`config.mk`:
```
export PLATFORM = sky130hd
export DESIGN_NAME = cpu_top
export DESIGN_NICKNAME = d
export VERILOG_FILES = /design/src/logic/cpu_pkg.sv /design/src/logic/alu.sv /design/src/logic/microcode_rom.sv /design/src/logic/control_sequencer.sv /design/src/logic/datapath.sv /design/src/logic/mem_port.sv /design/src/logic/cpu_top.sv
export VERILOG_INCLUDE_DIRS = /design/src /design/src/logic
export SDC_FILE = /design/constraint.sdc
export NUM_CORES = 1
export LEC_CHECK = 0
export BUFFER_PORTS_ARGS = -buffer_cell sky130_fd_sc_hd__buf_2
export CAP_MARGIN = 0
export CORE_MARGIN = 4
export CORE_UTILIZATION = 50
export DETAILED_ROUTE_END_ITERATION = 7
export GPL_TIMING_DRIVEN = 0
export PLACE_DENSITY = 0.66
export SLEW_MARGIN = 20
export SYNTH_ARGS = -nofsm -noshare
export SYNTH_HDL_FRONTEND = slang
export SYNTH_SLANG_ARGS = --single-unit
```
`constraint.sdc`:
```
create_clock -name clk -period 7.25 [get_ports clk]
set_clock_uncertainty 0.1 [all_clocks]
set_input_delay 0.725 -clock clk [delete_from_list [all_inputs] [get_ports clk]]
set_output_delay 0.725 -clock clk [all_outputs]
set_load 0.1 [all_outputs]
```
`src/logic/cpu_cfg.svh`:
```
`ifndef CPU_CFG_SVH
`define CPU_CFG_SVH

`define CPU_WORD_W    16
`define CPU_REG_N     8
`define CPU_UADDR_W   8
`define CPU_UDONE     8'd255
`define CPU_USKIP     8'd254
`define CPU_RESET_PC  16'h0000

// opcode numbers, ir[15:10]
`define CPU_OP_HALT   6'd0
`define CPU_OP_NOT    6'd4
`define CPU_OP_INC    6'd5
`define CPU_OP_DEC    6'd6
`define CPU_OP_AND    6'd7
`define CPU_OP_OR     6'd8
`define CPU_OP_XOR    6'd9
`define CPU_OP_ADD    6'd10
`define CPU_OP_SUB    6'd12
`define CPU_OP_CMP    6'd16
`define CPU_OP_JMP    6'd23
`define CPU_OP_JZ     6'd24
`define CPU_OP_JNZ    6'd25
`define CPU_OP_MOV    6'd32
`define CPU_OP_LD     6'd33
`define CPU_OP_LDI    6'd35
`define CPU_OP_ST     6'd37

`endif

```
`src/logic/cpu_pkg.sv`:
```
`include "cpu_cfg.svh"

package cpu_pkg;

    typedef logic [`CPU_WORD_W-1:0] word_t;

    typedef struct packed {
        logic [5:0] opcode;
        logic [2:0] rx;
        logic [2:0] ry;
        logic [3:0] unused;
    } instr_t;

    typedef enum logic [2:0] {
        BUS_NONE, BUS_REG, BUS_TEMP, BUS_SUM, BUS_RX, BUS_RY, BUS_MEM, BUS_PC
    } bus_src_e;

    typedef enum logic [3:0] {
        DST_NONE, DST_A, DST_B, DST_REG, DST_TEMP, DST_MAR,
        DST_PC, DST_SEL, DST_IR, DST_SUM, DST_MEM
    } reg_dst_e;

    typedef enum logic [3:0] {
        ALU_NOP, ALU_NOT, ALU_INC, ALU_DEC, ALU_ADD, ALU_SUB, ALU_AND, ALU_OR, ALU_XOR
    } alu_op_e;

    // count is pc+1, flag loads z from the alu result
    typedef enum logic [2:0] {
        FLOW_NONE, FLOW_COUNT, FLOW_DONE, FLOW_HALT, FLOW_FLAG
    } flow_e;

    typedef struct packed {
        logic [`CPU_UADDR_W-1:0] next_addr;
        flow_e                   flow;
        alu_op_e                 alu_op;
        reg_dst_e                reg_dst;
        bus_src_e                bus_src;
    } ctrl_word_t;

    typedef struct packed {
        word_t addr;
        logic  we;
        word_t wdata;
    } mem_req_t;

    function automatic ctrl_word_t cw(input logic [`CPU_UADDR_W-1:0] nxt, input flow_e fl,
                                      input alu_op_e op, input reg_dst_e dst,
                                      input bus_src_e src);
        return '{next_addr: nxt, flow: fl, alu_op: op, reg_dst: dst, bus_src: src};
    endfunction

    // routine entry for an opcode
    function automatic logic [`CPU_UADDR_W-1:0] op_addr(input logic [5:0] opcode);
        return {{(`CPU_UADDR_W-6){1'b0}}, opcode};
    endfunction

endpackage

```
`src/logic/alu.sv`:
```
`timescale 1ns/100ps

module alu
    import cpu_pkg::*;
(
    input  word_t   a,
    input  word_t   b,
    input  alu_op_e op,
    output word_t   result
);
    // all results wrap at 16 bits
    always_comb begin
        case (op)
            ALU_NOT: result = ~a;
            ALU_INC: result = a + word_t'(1);
            ALU_DEC: result = a - word_t'(1);
            ALU_ADD: result = a + b;
            ALU_SUB: result = a - b;
            ALU_AND: result = a & b;
            ALU_OR:  result = a | b;
            ALU_XOR: result = a ^ b;
            // nop passes a through
            default: result = a;
        endcase
    end

    always_comb begin
        assert final (op <= ALU_XOR)
            else $error("alu: op code %0d outside the kept set", op);
    end

endmodule

```
`src/logic/microcode_rom.sv`:
```
`timescale 1ns/100ps
`include "cpu_cfg.svh"

module microcode_rom
    import cpu_pkg::*;
(
    input  logic [`CPU_UADDR_W-1:0] uaddr,
    output ctrl_word_t              uword
);
    // alu routines sit in 8-word slots: not inc dec and or xor add sub cmp
    localparam logic [`CPU_UADDR_W-1:0] ALU_BASE = 8'd64;
    localparam logic [`CPU_UADDR_W-1:0] ALU_END  = 8'd136;
    localparam logic [`CPU_UADDR_W-1:0] JMP_BODY = 8'd207;
    localparam logic [`CPU_UADDR_W-1:0] MOV_BODY = 8'd208;
    localparam logic [`CPU_UADDR_W-1:0] LD_BODY  = 8'd212;
    localparam logic [`CPU_UADDR_W-1:0] LDI_BODY = 8'd225;
    localparam logic [`CPU_UADDR_W-1:0] ST_BODY  = 8'd234;

    localparam ctrl_word_t DONE_WORD = cw(`CPU_UDONE, FLOW_DONE, ALU_NOP, DST_NONE, BUS_NONE);

    logic [`CPU_UADDR_W-1:0] alu_off;

    function automatic ctrl_word_t alu_entry(input logic [3:0] slot);
        return cw(ALU_BASE + {1'b0, slot, 3'b000}, FLOW_NONE, ALU_NOP, DST_SEL, BUS_RX);
    endfunction

    function automatic ctrl_word_t alu_step(input logic [3:0] slot, input logic [2:0] step);
        logic [`CPU_UADDR_W-1:0] base;
        logic                    unary;
        alu_op_e                 op;
        ctrl_word_t              w;
        base  = ALU_BASE + {1'b0, slot, 3'b000};
        unary = (slot < 4'd3);
        case (slot)
            4'd0:    op = ALU_NOT;
            4'd1:    op = ALU_INC;
            4'd2:    op = ALU_DEC;
            4'd3:    op = ALU_AND;
            4'd4:    op = ALU_OR;
            4'd5:    op = ALU_XOR;
            4'd6:    op = ALU_ADD;
            default: op = ALU_SUB;
        endcase
        case (step)
            3'd0: w = cw(unary ? base + 8'd3 : base + 8'd1, FLOW_NONE, ALU_NOP, DST_A, BUS_REG);
            3'd1: w = cw(base + 8'd2, FLOW_NONE, ALU_NOP, DST_SEL, BUS_RY);
            3'd2: w = cw(base + 8'd3, FLOW_NONE, ALU_NOP, DST_B, BUS_REG);
            // cmp keeps only the flag
            3'd3: w = cw(slot == 4'd8 ? `CPU_UDONE : (unary ? base + 8'd5 : base + 8'd4),
                         FLOW_FLAG, op, DST_SUM, BUS_NONE);
            3'd4: w = cw(base + 8'd5, FLOW_NONE, ALU_NOP, DST_SEL, BUS_RX);
            3'd5: w = cw(`CPU_UDONE, FLOW_NONE, ALU_NOP, DST_REG, BUS_SUM);
            default: w = DONE_WORD;
        endcase
        return w;
    endfunction

    assign alu_off = uaddr - ALU_BASE;

    always_comb begin
        case (uaddr)
            op_addr(`CPU_OP_HALT): uword = cw(`CPU_UDONE, FLOW_HALT, ALU_NOP, DST_NONE, BUS_NONE);
            op_addr(`CPU_OP_NOT):  uword = alu_entry(4'd0);
            op_addr(`CPU_OP_INC):  uword = alu_entry(4'd1);
            op_addr(`CPU_OP_DEC):  uword = alu_entry(4'd2);
            op_addr(`CPU_OP_AND):  uword = alu_entry(4'd3);
            op_addr(`CPU_OP_OR):   uword = alu_entry(4'd4);
            op_addr(`CPU_OP_XOR):  uword = alu_entry(4'd5);
            op_addr(`CPU_OP_ADD):  uword = alu_entry(4'd6);
            op_addr(`CPU_OP_SUB):  uword = alu_entry(4'd7);
            op_addr(`CPU_OP_CMP):  uword = alu_entry(4'd8);
            // all jumps share one body; not-taken ones never get here
            op_addr(`CPU_OP_JMP), op_addr(`CPU_OP_JZ), op_addr(`CPU_OP_JNZ):
                uword = cw(JMP_BODY, FLOW_NONE, ALU_NOP, DST_MAR, BUS_PC);
            JMP_BODY:      uword = cw(`CPU_UDONE, FLOW_NONE, ALU_NOP, DST_PC, BUS_MEM);
            // mov rx <- ry
            op_addr(`CPU_OP_MOV): uword = cw(MOV_BODY, FLOW_NONE, ALU_NOP, DST_SEL, BUS_RY);
            MOV_BODY:         uword = cw(MOV_BODY + 8'd1, FLOW_NONE, ALU_NOP, DST_TEMP, BUS_REG);
            MOV_BODY + 8'd1:  uword = cw(MOV_BODY + 8'd2, FLOW_NONE, ALU_NOP, DST_SEL, BUS_RX);
            MOV_BODY + 8'd2:  uword = cw(`CPU_UDONE, FLOW_NONE, ALU_NOP, DST_REG, BUS_TEMP);
            // ld rx <- mem[ry]
            op_addr(`CPU_OP_LD):  uword = cw(LD_BODY, FLOW_NONE, ALU_NOP, DST_SEL, BUS_RY);
            LD_BODY:          uword = cw(LD_BODY + 8'd1, FLOW_NONE, ALU_NOP, DST_MAR, BUS_REG);
            LD_BODY + 8'd1:   uword = cw(LD_BODY + 8'd2, FLOW_NONE, ALU_NOP, DST_SEL, BUS_RX);
            LD_BODY + 8'd2:   uword = cw(`CPU_UDONE, FLOW_NONE, ALU_NOP, DST_REG, BUS_MEM);
            // ldi rx <- next word
            op_addr(`CPU_OP_LDI): uword = cw(LDI_BODY, FLOW_NONE, ALU_NOP, DST_MAR, BUS_PC);
            LDI_BODY:         uword = cw(LDI_BODY + 8'd1, FLOW_COUNT, ALU_NOP, DST_TEMP, BUS_MEM);
            LDI_BODY + 8'd1:  uword = cw(LDI_BODY + 8'd2, FLOW_NONE, ALU_NOP, DST_SEL, BUS_RX);
            LDI_BODY + 8'd2:  uword = cw(`CPU_UDONE, FLOW_NONE, ALU_NOP, DST_REG, BUS_TEMP);
            // st mem[rx] <- ry
            op_addr(`CPU_OP_ST):  uword = cw(ST_BODY, FLOW_NONE, ALU_NOP, DST_SEL, BUS_RX);
            ST_BODY:          uword = cw(ST_BODY + 8'd1, FLOW_NONE, ALU_NOP, DST_MAR, BUS_REG);
            ST_BODY + 8'd1:   uword = cw(ST_BODY + 8'd2, FLOW_NONE, ALU_NOP, DST_SEL, BUS_RY);
            ST_BODY + 8'd2:   uword = cw(`CPU_UDONE, FLOW_NONE, ALU_NOP, DST_MEM, BUS_REG);
            `CPU_USKIP:       uword = cw(`CPU_UDONE, FLOW_COUNT, ALU_NOP, DST_NONE, BUS_NONE);
            default: begin
                if (uaddr >= ALU_BASE && uaddr < ALU_END)
                    uword = alu_step(alu_off[6:3], alu_off[2:0]);
                else
                    uword = DONE_WORD;
            end
        endcase
    end

endmodule

```
`src/logic/control_sequencer.sv`:
```
`timescale 1ns/100ps
`include "cpu_cfg.svh"

module control_sequencer
    import cpu_pkg::*;
(
    input  logic       clk,
    input  logic       reset,
    input  instr_t     ir,
    input  logic       z_flag,
    output ctrl_word_t ctrl,
    output logic       halted
);
    typedef enum logic [2:0] {FETCH, FETCH1, EXECUTE, MICRO, HALT} state_e;

    state_e                  state;
    logic [`CPU_UADDR_W-1:0] micro_pc;
    logic [`CPU_UADDR_W-1:0] entry;
    logic                    skip;
    ctrl_word_t              uword;

    microcode_rom u_rom (
        .uaddr (micro_pc),
        .uword (uword)
    );

    // untaken conditional jump steps over its target word
    assign skip  = (ir.opcode == `CPU_OP_JZ && !z_flag) || (ir.opcode == `CPU_OP_JNZ && z_flag);
    assign entry = skip ? `CPU_USKIP : op_addr(ir.opcode);

    always_ff @(posedge clk or posedge reset) begin
        if (reset) begin
            state    <= FETCH;
            micro_pc <= '0;
        end else begin
            case (state)
                FETCH:   state <= FETCH1;
                FETCH1:  state <= EXECUTE;
                EXECUTE: begin
                    micro_pc <= entry;
                    state    <= MICRO;
                end
                MICRO: begin
                    if (uword.flow == FLOW_HALT)
                        state <= HALT;
                    else if (uword.flow == FLOW_DONE || uword.next_addr == `CPU_UDONE)
                        state <= FETCH;
                    else
                        micro_pc <= uword.next_addr;
                end
                default: state <= HALT;
            endcase
        end
    end

    always_comb begin
        case (state)
            FETCH:   ctrl = cw(`CPU_UDONE, FLOW_NONE, ALU_NOP, DST_MAR, BUS_PC);
            FETCH1:  ctrl = cw(`CPU_UDONE, FLOW_COUNT, ALU_NOP, DST_IR, BUS_MEM);
            MICRO:   ctrl = uword;
            // execute and halt
            default: ctrl = cw(`CPU_UDONE, FLOW_NONE, ALU_NOP, DST_NONE, BUS_NONE);
        endcase
    end

    assign halted = (state == HALT);

    // a rom word never points back at its own step
    assert property (@(posedge clk) disable iff (reset)
        state == MICRO |-> uword.next_addr != micro_pc)
        else $error("sequencer: micro word loops on itself");

endmodule

```
`src/logic/datapath.sv`:
```
`timescale 1ns/100ps
`include "cpu_cfg.svh"

module datapath
    import cpu_pkg::*;
(
    input  logic       clk,
    input  logic       reset,
    input  ctrl_word_t ctrl,
    input  word_t      mem_rdata,
    output word_t      bus,
    output instr_t     ir,
    output logic       z_flag
);
    localparam int SEL_W = $clog2(`CPU_REG_N);

    word_t            regs [`CPU_REG_N];
    logic [SEL_W-1:0] sel;
    word_t            a;
    word_t            b;
    word_t            temp;
    word_t            sum;
    word_t            pc;
    word_t            alu_result;

    alu u_alu (
        .a      (a),
        .b      (b),
        .op     (ctrl.alu_op),
        .result (alu_result)
    );

    // one source drives the shared bus per step
    always_comb begin
        case (ctrl.bus_src)
            BUS_REG:  bus = regs[sel];
            BUS_TEMP: bus = temp;
            BUS_SUM:  bus = sum;
            BUS_RX:   bus = word_t'(ir.rx);
            BUS_RY:   bus = word_t'(ir.ry);
            BUS_MEM:  bus = mem_rdata;
            BUS_PC:   bus = pc;
            default:  bus = '0;
        endcase
    end

    always_ff @(posedge clk or posedge reset) begin
        if (reset) begin
            for (int i = 0; i < `CPU_REG_N; i++) begin
                regs[i] <= '0;
            end
            sel    <= '0;
            pc     <= `CPU_RESET_PC;
            ir     <= '0;
            z_flag <= 1'b0;
        end else begin
            case (ctrl.reg_dst)
                DST_REG: regs[sel] <= bus;
                // select latch addresses the file for read and write
                DST_SEL: sel <= bus[SEL_W-1:0];
                DST_IR:  ir <= instr_t'(bus);
                default: ;
            endcase
            if (ctrl.reg_dst == DST_PC)
                pc <= bus;
            else if (ctrl.flow == FLOW_COUNT)
                pc <= pc + word_t'(1);
            if (ctrl.flow == FLOW_FLAG)
                z_flag <= (alu_result == '0);
        end
    end

    always_ff @(posedge clk) begin
        case (ctrl.reg_dst)
            DST_A:    a <= bus;
            DST_B:    b <= bus;
            DST_TEMP: temp <= bus;
            DST_SUM:  sum <= alu_result;
            default:  ;
        endcase
    end

    // a flag step from the ROM always names a real operation
    assert property (@(posedge clk) disable iff (reset)
        ctrl.flow == FLOW_FLAG |-> ctrl.alu_op != ALU_NOP)
        else $error("datapath: flag update with alu nop");

endmodule

```
`src/logic/mem_port.sv`:
```
`timescale 1ns/100ps

module mem_port
    import cpu_pkg::*;
(
    input  logic       clk,
    input  logic       reset,
    input  ctrl_word_t ctrl,
    input  word_t      bus,
    output mem_req_t   mem_req
);
    word_t mar;
    word_t wdata;
    logic  we;

    always_ff @(posedge clk or posedge reset) begin
        if (reset) begin
            mar <= '0;
            we  <= 1'b0;
        end else begin
            if (ctrl.reg_dst == DST_MAR)
                mar <= bus;
            // write pulse lands the cycle after the step
            we <= (ctrl.reg_dst == DST_MEM);
        end
    end

    always_ff @(posedge clk) begin
        if (ctrl.reg_dst == DST_MEM)
            wdata <= bus;
    end

    assign mem_req = '{addr: mar, we: we, wdata: wdata};

    assert property (@(posedge clk) disable iff (reset) we |=> !we)
        else $error("mem_port: write strobe held two cycles");

endmodule

```
`src/logic/cpu_top.sv`:
```
`timescale 1ns/100ps

module cpu_top
    import cpu_pkg::*;
(
    input  logic     clk,
    input  logic     reset,
    input  word_t    mem_rdata,
    output mem_req_t mem_req,
    output logic     halted
);
    ctrl_word_t ctrl;
    instr_t     ir;
    logic       z_flag;
    word_t      bus;

    control_sequencer u_seq (
        .clk    (clk),
        .reset  (reset),
        .ir     (ir),
        .z_flag (z_flag),
        .ctrl   (ctrl),
        .halted (halted)
    );

    datapath u_dp (
        .clk       (clk),
        .reset     (reset),
        .ctrl      (ctrl),
        .mem_rdata (mem_rdata),
        .bus       (bus),
        .ir        (ir),
        .z_flag    (z_flag)
    );

    mem_port u_mem (
        .clk     (clk),
        .reset   (reset),
        .ctrl    (ctrl),
        .bus     (bus),
        .mem_req (mem_req)
    );

endmodule

```
==> flow_summary.ini <==
[synth]
synth_ff_type = dfrtp_1
synth_seq_area_share_pct = 45.4
syn_area_mm2 = 0.0156
synth_nets = 1744
ys_top_cells_by_count = 189 x nor2_1, 188 x dfrtp_1, 148 x nand2_1
synth_edf_count = 80
synth.distinct_cells = 95
synth.most_common_cell = nor2_1
yosysTopAreaCell = dfrtp_1
synthCells = 1675
synth_area_per_cell_um2 = 9.34
ys_ff_latch = 268
synth_area_leaders = dfrtp_1 30%, edfxtp_1 15%, a21oi_1 4.5%
ys_warn_count = 0
ys_async_sr_fraction_pct = 70.1
synth.top_cell.area_share_pct = 30.1

[placed_design]
hpwlAfterDp_um = 40000
place.gp.congestion = 0.985
port_buffers = 51
placed_cells = 2128

[setup_path]
worstPathArrival_ns = 6.65
crit_path_end_kind = register
worstSetupPathType = reg -> reg
critical_path.startpoint_type = register
cp_max_fo = 10
cp.required_ns = 7.58

[layout]
fill_cells = 2716
syn2layout_area_growth_pct = 12.5
fin_nets = 1832
fin_util_pct = 57.2
insertedDiodeCount = 0
final_cells = 2180
drive_gt1_share_pct = 14.1

[route]
drt_iter0_drc = 1846
avgViaCountPerCell = 6.57
via_count = 14300
wl_per_cell_um = 25.2
route.detailed.drc = 0
dr.pass1.iters = 6
wl_um = 55000
ant_nets = 0

[sta]
fmax_ghz = 0.158
rsz0062_at_grt = no
max_slew.worst_pin.slew_ns = 1.12
slew_headroom_pct = 24.1
timing_hold_violations_final = 0
period_minus_slack_ns = 6.32
fin_crit_sh_pct = 87.2
setup_viol = 0
finalMaxSlewViolations = 0

[grt]
overflow = 0
grt_pass1_wl_um = 83600
grt.total_usage_pct = 31.8
grt_pass1_vias = 13600
grt_max_degree = 107
antenna_found_initial = 2

[die]
ios = 52
core-area_mm2 = 0.0307
fp.dieArea_mm2 = 0.0342
die_w_um = 185
die_h_um = 185
start_util_pct = 50.9
rows = 64

[clocking]
numCtsBuffers = 29
path_clk_slew_ns = 0.07
cts_resized = 0
cts.htree.levels = 1
hold_buffers = 0
cts-root-buf = clkbuf_16
clk_path_buf_depth = 3
numClockSinks = 268
cts_setup_buffers = 0
cts_tree = done
clock_latency_ns = 0.59

[status]
outcome = completed

[worst_hold_path]
min-delay-path-class = in -> async

[power]
power.static_leakage_uw = 0.00729
ir_worst_vdd_uv = 523
power.density_mw_per_mm2 = 555

[flow_run]
maxCapViolations = 0
cell type report:
class                      count  area [um2]  share of cell area [%]
clock inverter                14         224                    1.27
tap                          396         495                    2.82
inverter                      64         248                    1.41
buffer                       122         683                    3.88
clock buffer                  38         843                    4.79
timing repair buffer          57         363                    2.06
multi-input combinational   1221        7630                    43.4
sequential                   268        7110                    40.4
worst max-delay path, cell delays in order (launching register included):
cell and delay (ns):
dfrtp_1 0.40, buf_2 0.19, buf_2 0.21, buf_2 0.22
or3_1 0.41, o22ai_2 0.27, nand2_2 0.21, buf_2 0.29
buf_1 0.34, a21oi_1 0.68, a21oi_1 0.09, a21oi_1 0.17
nor2_1 0.06, ha_1 0.38, a21oi_1 0.11, o21ai_0 0.54
a21o_1 0.22, o21ai_0 0.13, nor3b_1 0.19, o31ai_1 0.40
xnor2_1 0.11, o21ai_1 0.31, o21ai_1 0.13
stage by stage:
step	worst slack (ns)	instance area [um2]	TNS (ns)	hold WS, ns	power, uW
2_1_floorplan	1.31	15600	0	0.344	6010
5_1_grt	0.371	17600	0	0.245	10200
6_report	0.929	17600	0	0.201	9770
4_1_cts	1.05	17600	0	0.216	9580
3_3_place_gp	-0.837	16400	-153.46	0.359	7820
3_5_place_dp	1.08	16500	0	0.371	7900
metal layers:
| metal | global-route usage [%] | wire length, um | up-vias |
|---|---|---|---|
| met2 | 46.7 | 23300 | 790 |
| met5 | 0 | 21 | - |
| met4 | 8.54 | 1790 | 4 |
| li1 | - | - | 6329 |
| met3 | 7.88 | 6120 | 120 |
| met1 | 47.3 | 23700 | 7086 |
cells in the final DEF (no fill, tap or decap), types with 9 or more instances in the layout:
cell type  instances
dfrtp_1          188
nor2_1           185
nand2_1          148
a21oi_1          142
o21ai_0          105
buf_2             84
edfxtp_1          80
inv_1             63
o22ai_1           63
clkbuf_1          53
ha_1              50
nand3_1           34
clkbuf_16         32
mux2i_1           31
nor3_1            27
buf_4             24
o21ai_1           24
and3_1            22
nand2b_1          20
o211ai_1          20
a21oi_2           18
or3_1             15
nand4_1           15
nor2b_1           14
a311oi_1          14
buf_6             13
nor4_1            12
a221oi_1          12
a211o_1           11
a22oi_1           11
a31oi_1           11
xor2_1            11
xnor2_1           10
o21a_1            10
mux2_2            10
nor3b_1            9
a211oi_1           9
nand3b_1           9
a21o_1             9
a32oi_1            9
path summary, 6_finish.rpt:
check,startpoint,to,slack (ns),cells after the start
setup / recovery,u_seq.micro_pc[3],u_dp.z_flag,0.93,22
hold / removal,reset,u_dp.regs[32],0.20,3
setup reg to reg,u_seq.micro_pc[3],u_dp.z_flag,0.93,22
hold reg to reg,u_dp.regs[74],u_dp.regs[74],0.38,2
max in group asynchronous,reset,u_dp.z_flag,6.05,4
min in group clk,u_dp.regs[74],u_dp.regs[74],0.38,2
where the power goes:
part / internal (uW) / leakage, uW / switching (uW)
Sequential: 2300 / 0.00266 / 407
Clock: 1000 / 0.000527 / 652
Combinational: 1510 / 0.00410 / 3900
cells by family after synthesis:
logic type / count (synthesis) / share of synthesized area, %
flops: 268 / 45.4
xor+xnor: 21 / 1.18
fa+ha+maj: 51 / 4.13
simple gates: 572 / 18.2
mux: 41 / 2.70
buf+inv: 186 / 5.90
compound gates: 536 / 22.4
sequential cells by signal, indices dropped and copies added, names as in the netlist:
| register | cells |
|---|---|
| u_dp.ir | 12 |
| u_mem.wdata | 16 |
| u_dp.z_flag | 1 |
| u_dp.pc | 16 |
| u_dp.temp | 16 |
| u_dp.sum | 16 |
| u_mem.mar | 16 |
| u_dp.regs | 128 |
| u_mem.we | 1 |
| u_dp.sel | 3 |
| u_dp.a | 16 |
| u_seq.micro_pc | 8 |
| u_dp.b | 16 |
| u_seq.state | 3 |
Power figures use the tool's default switching activity.
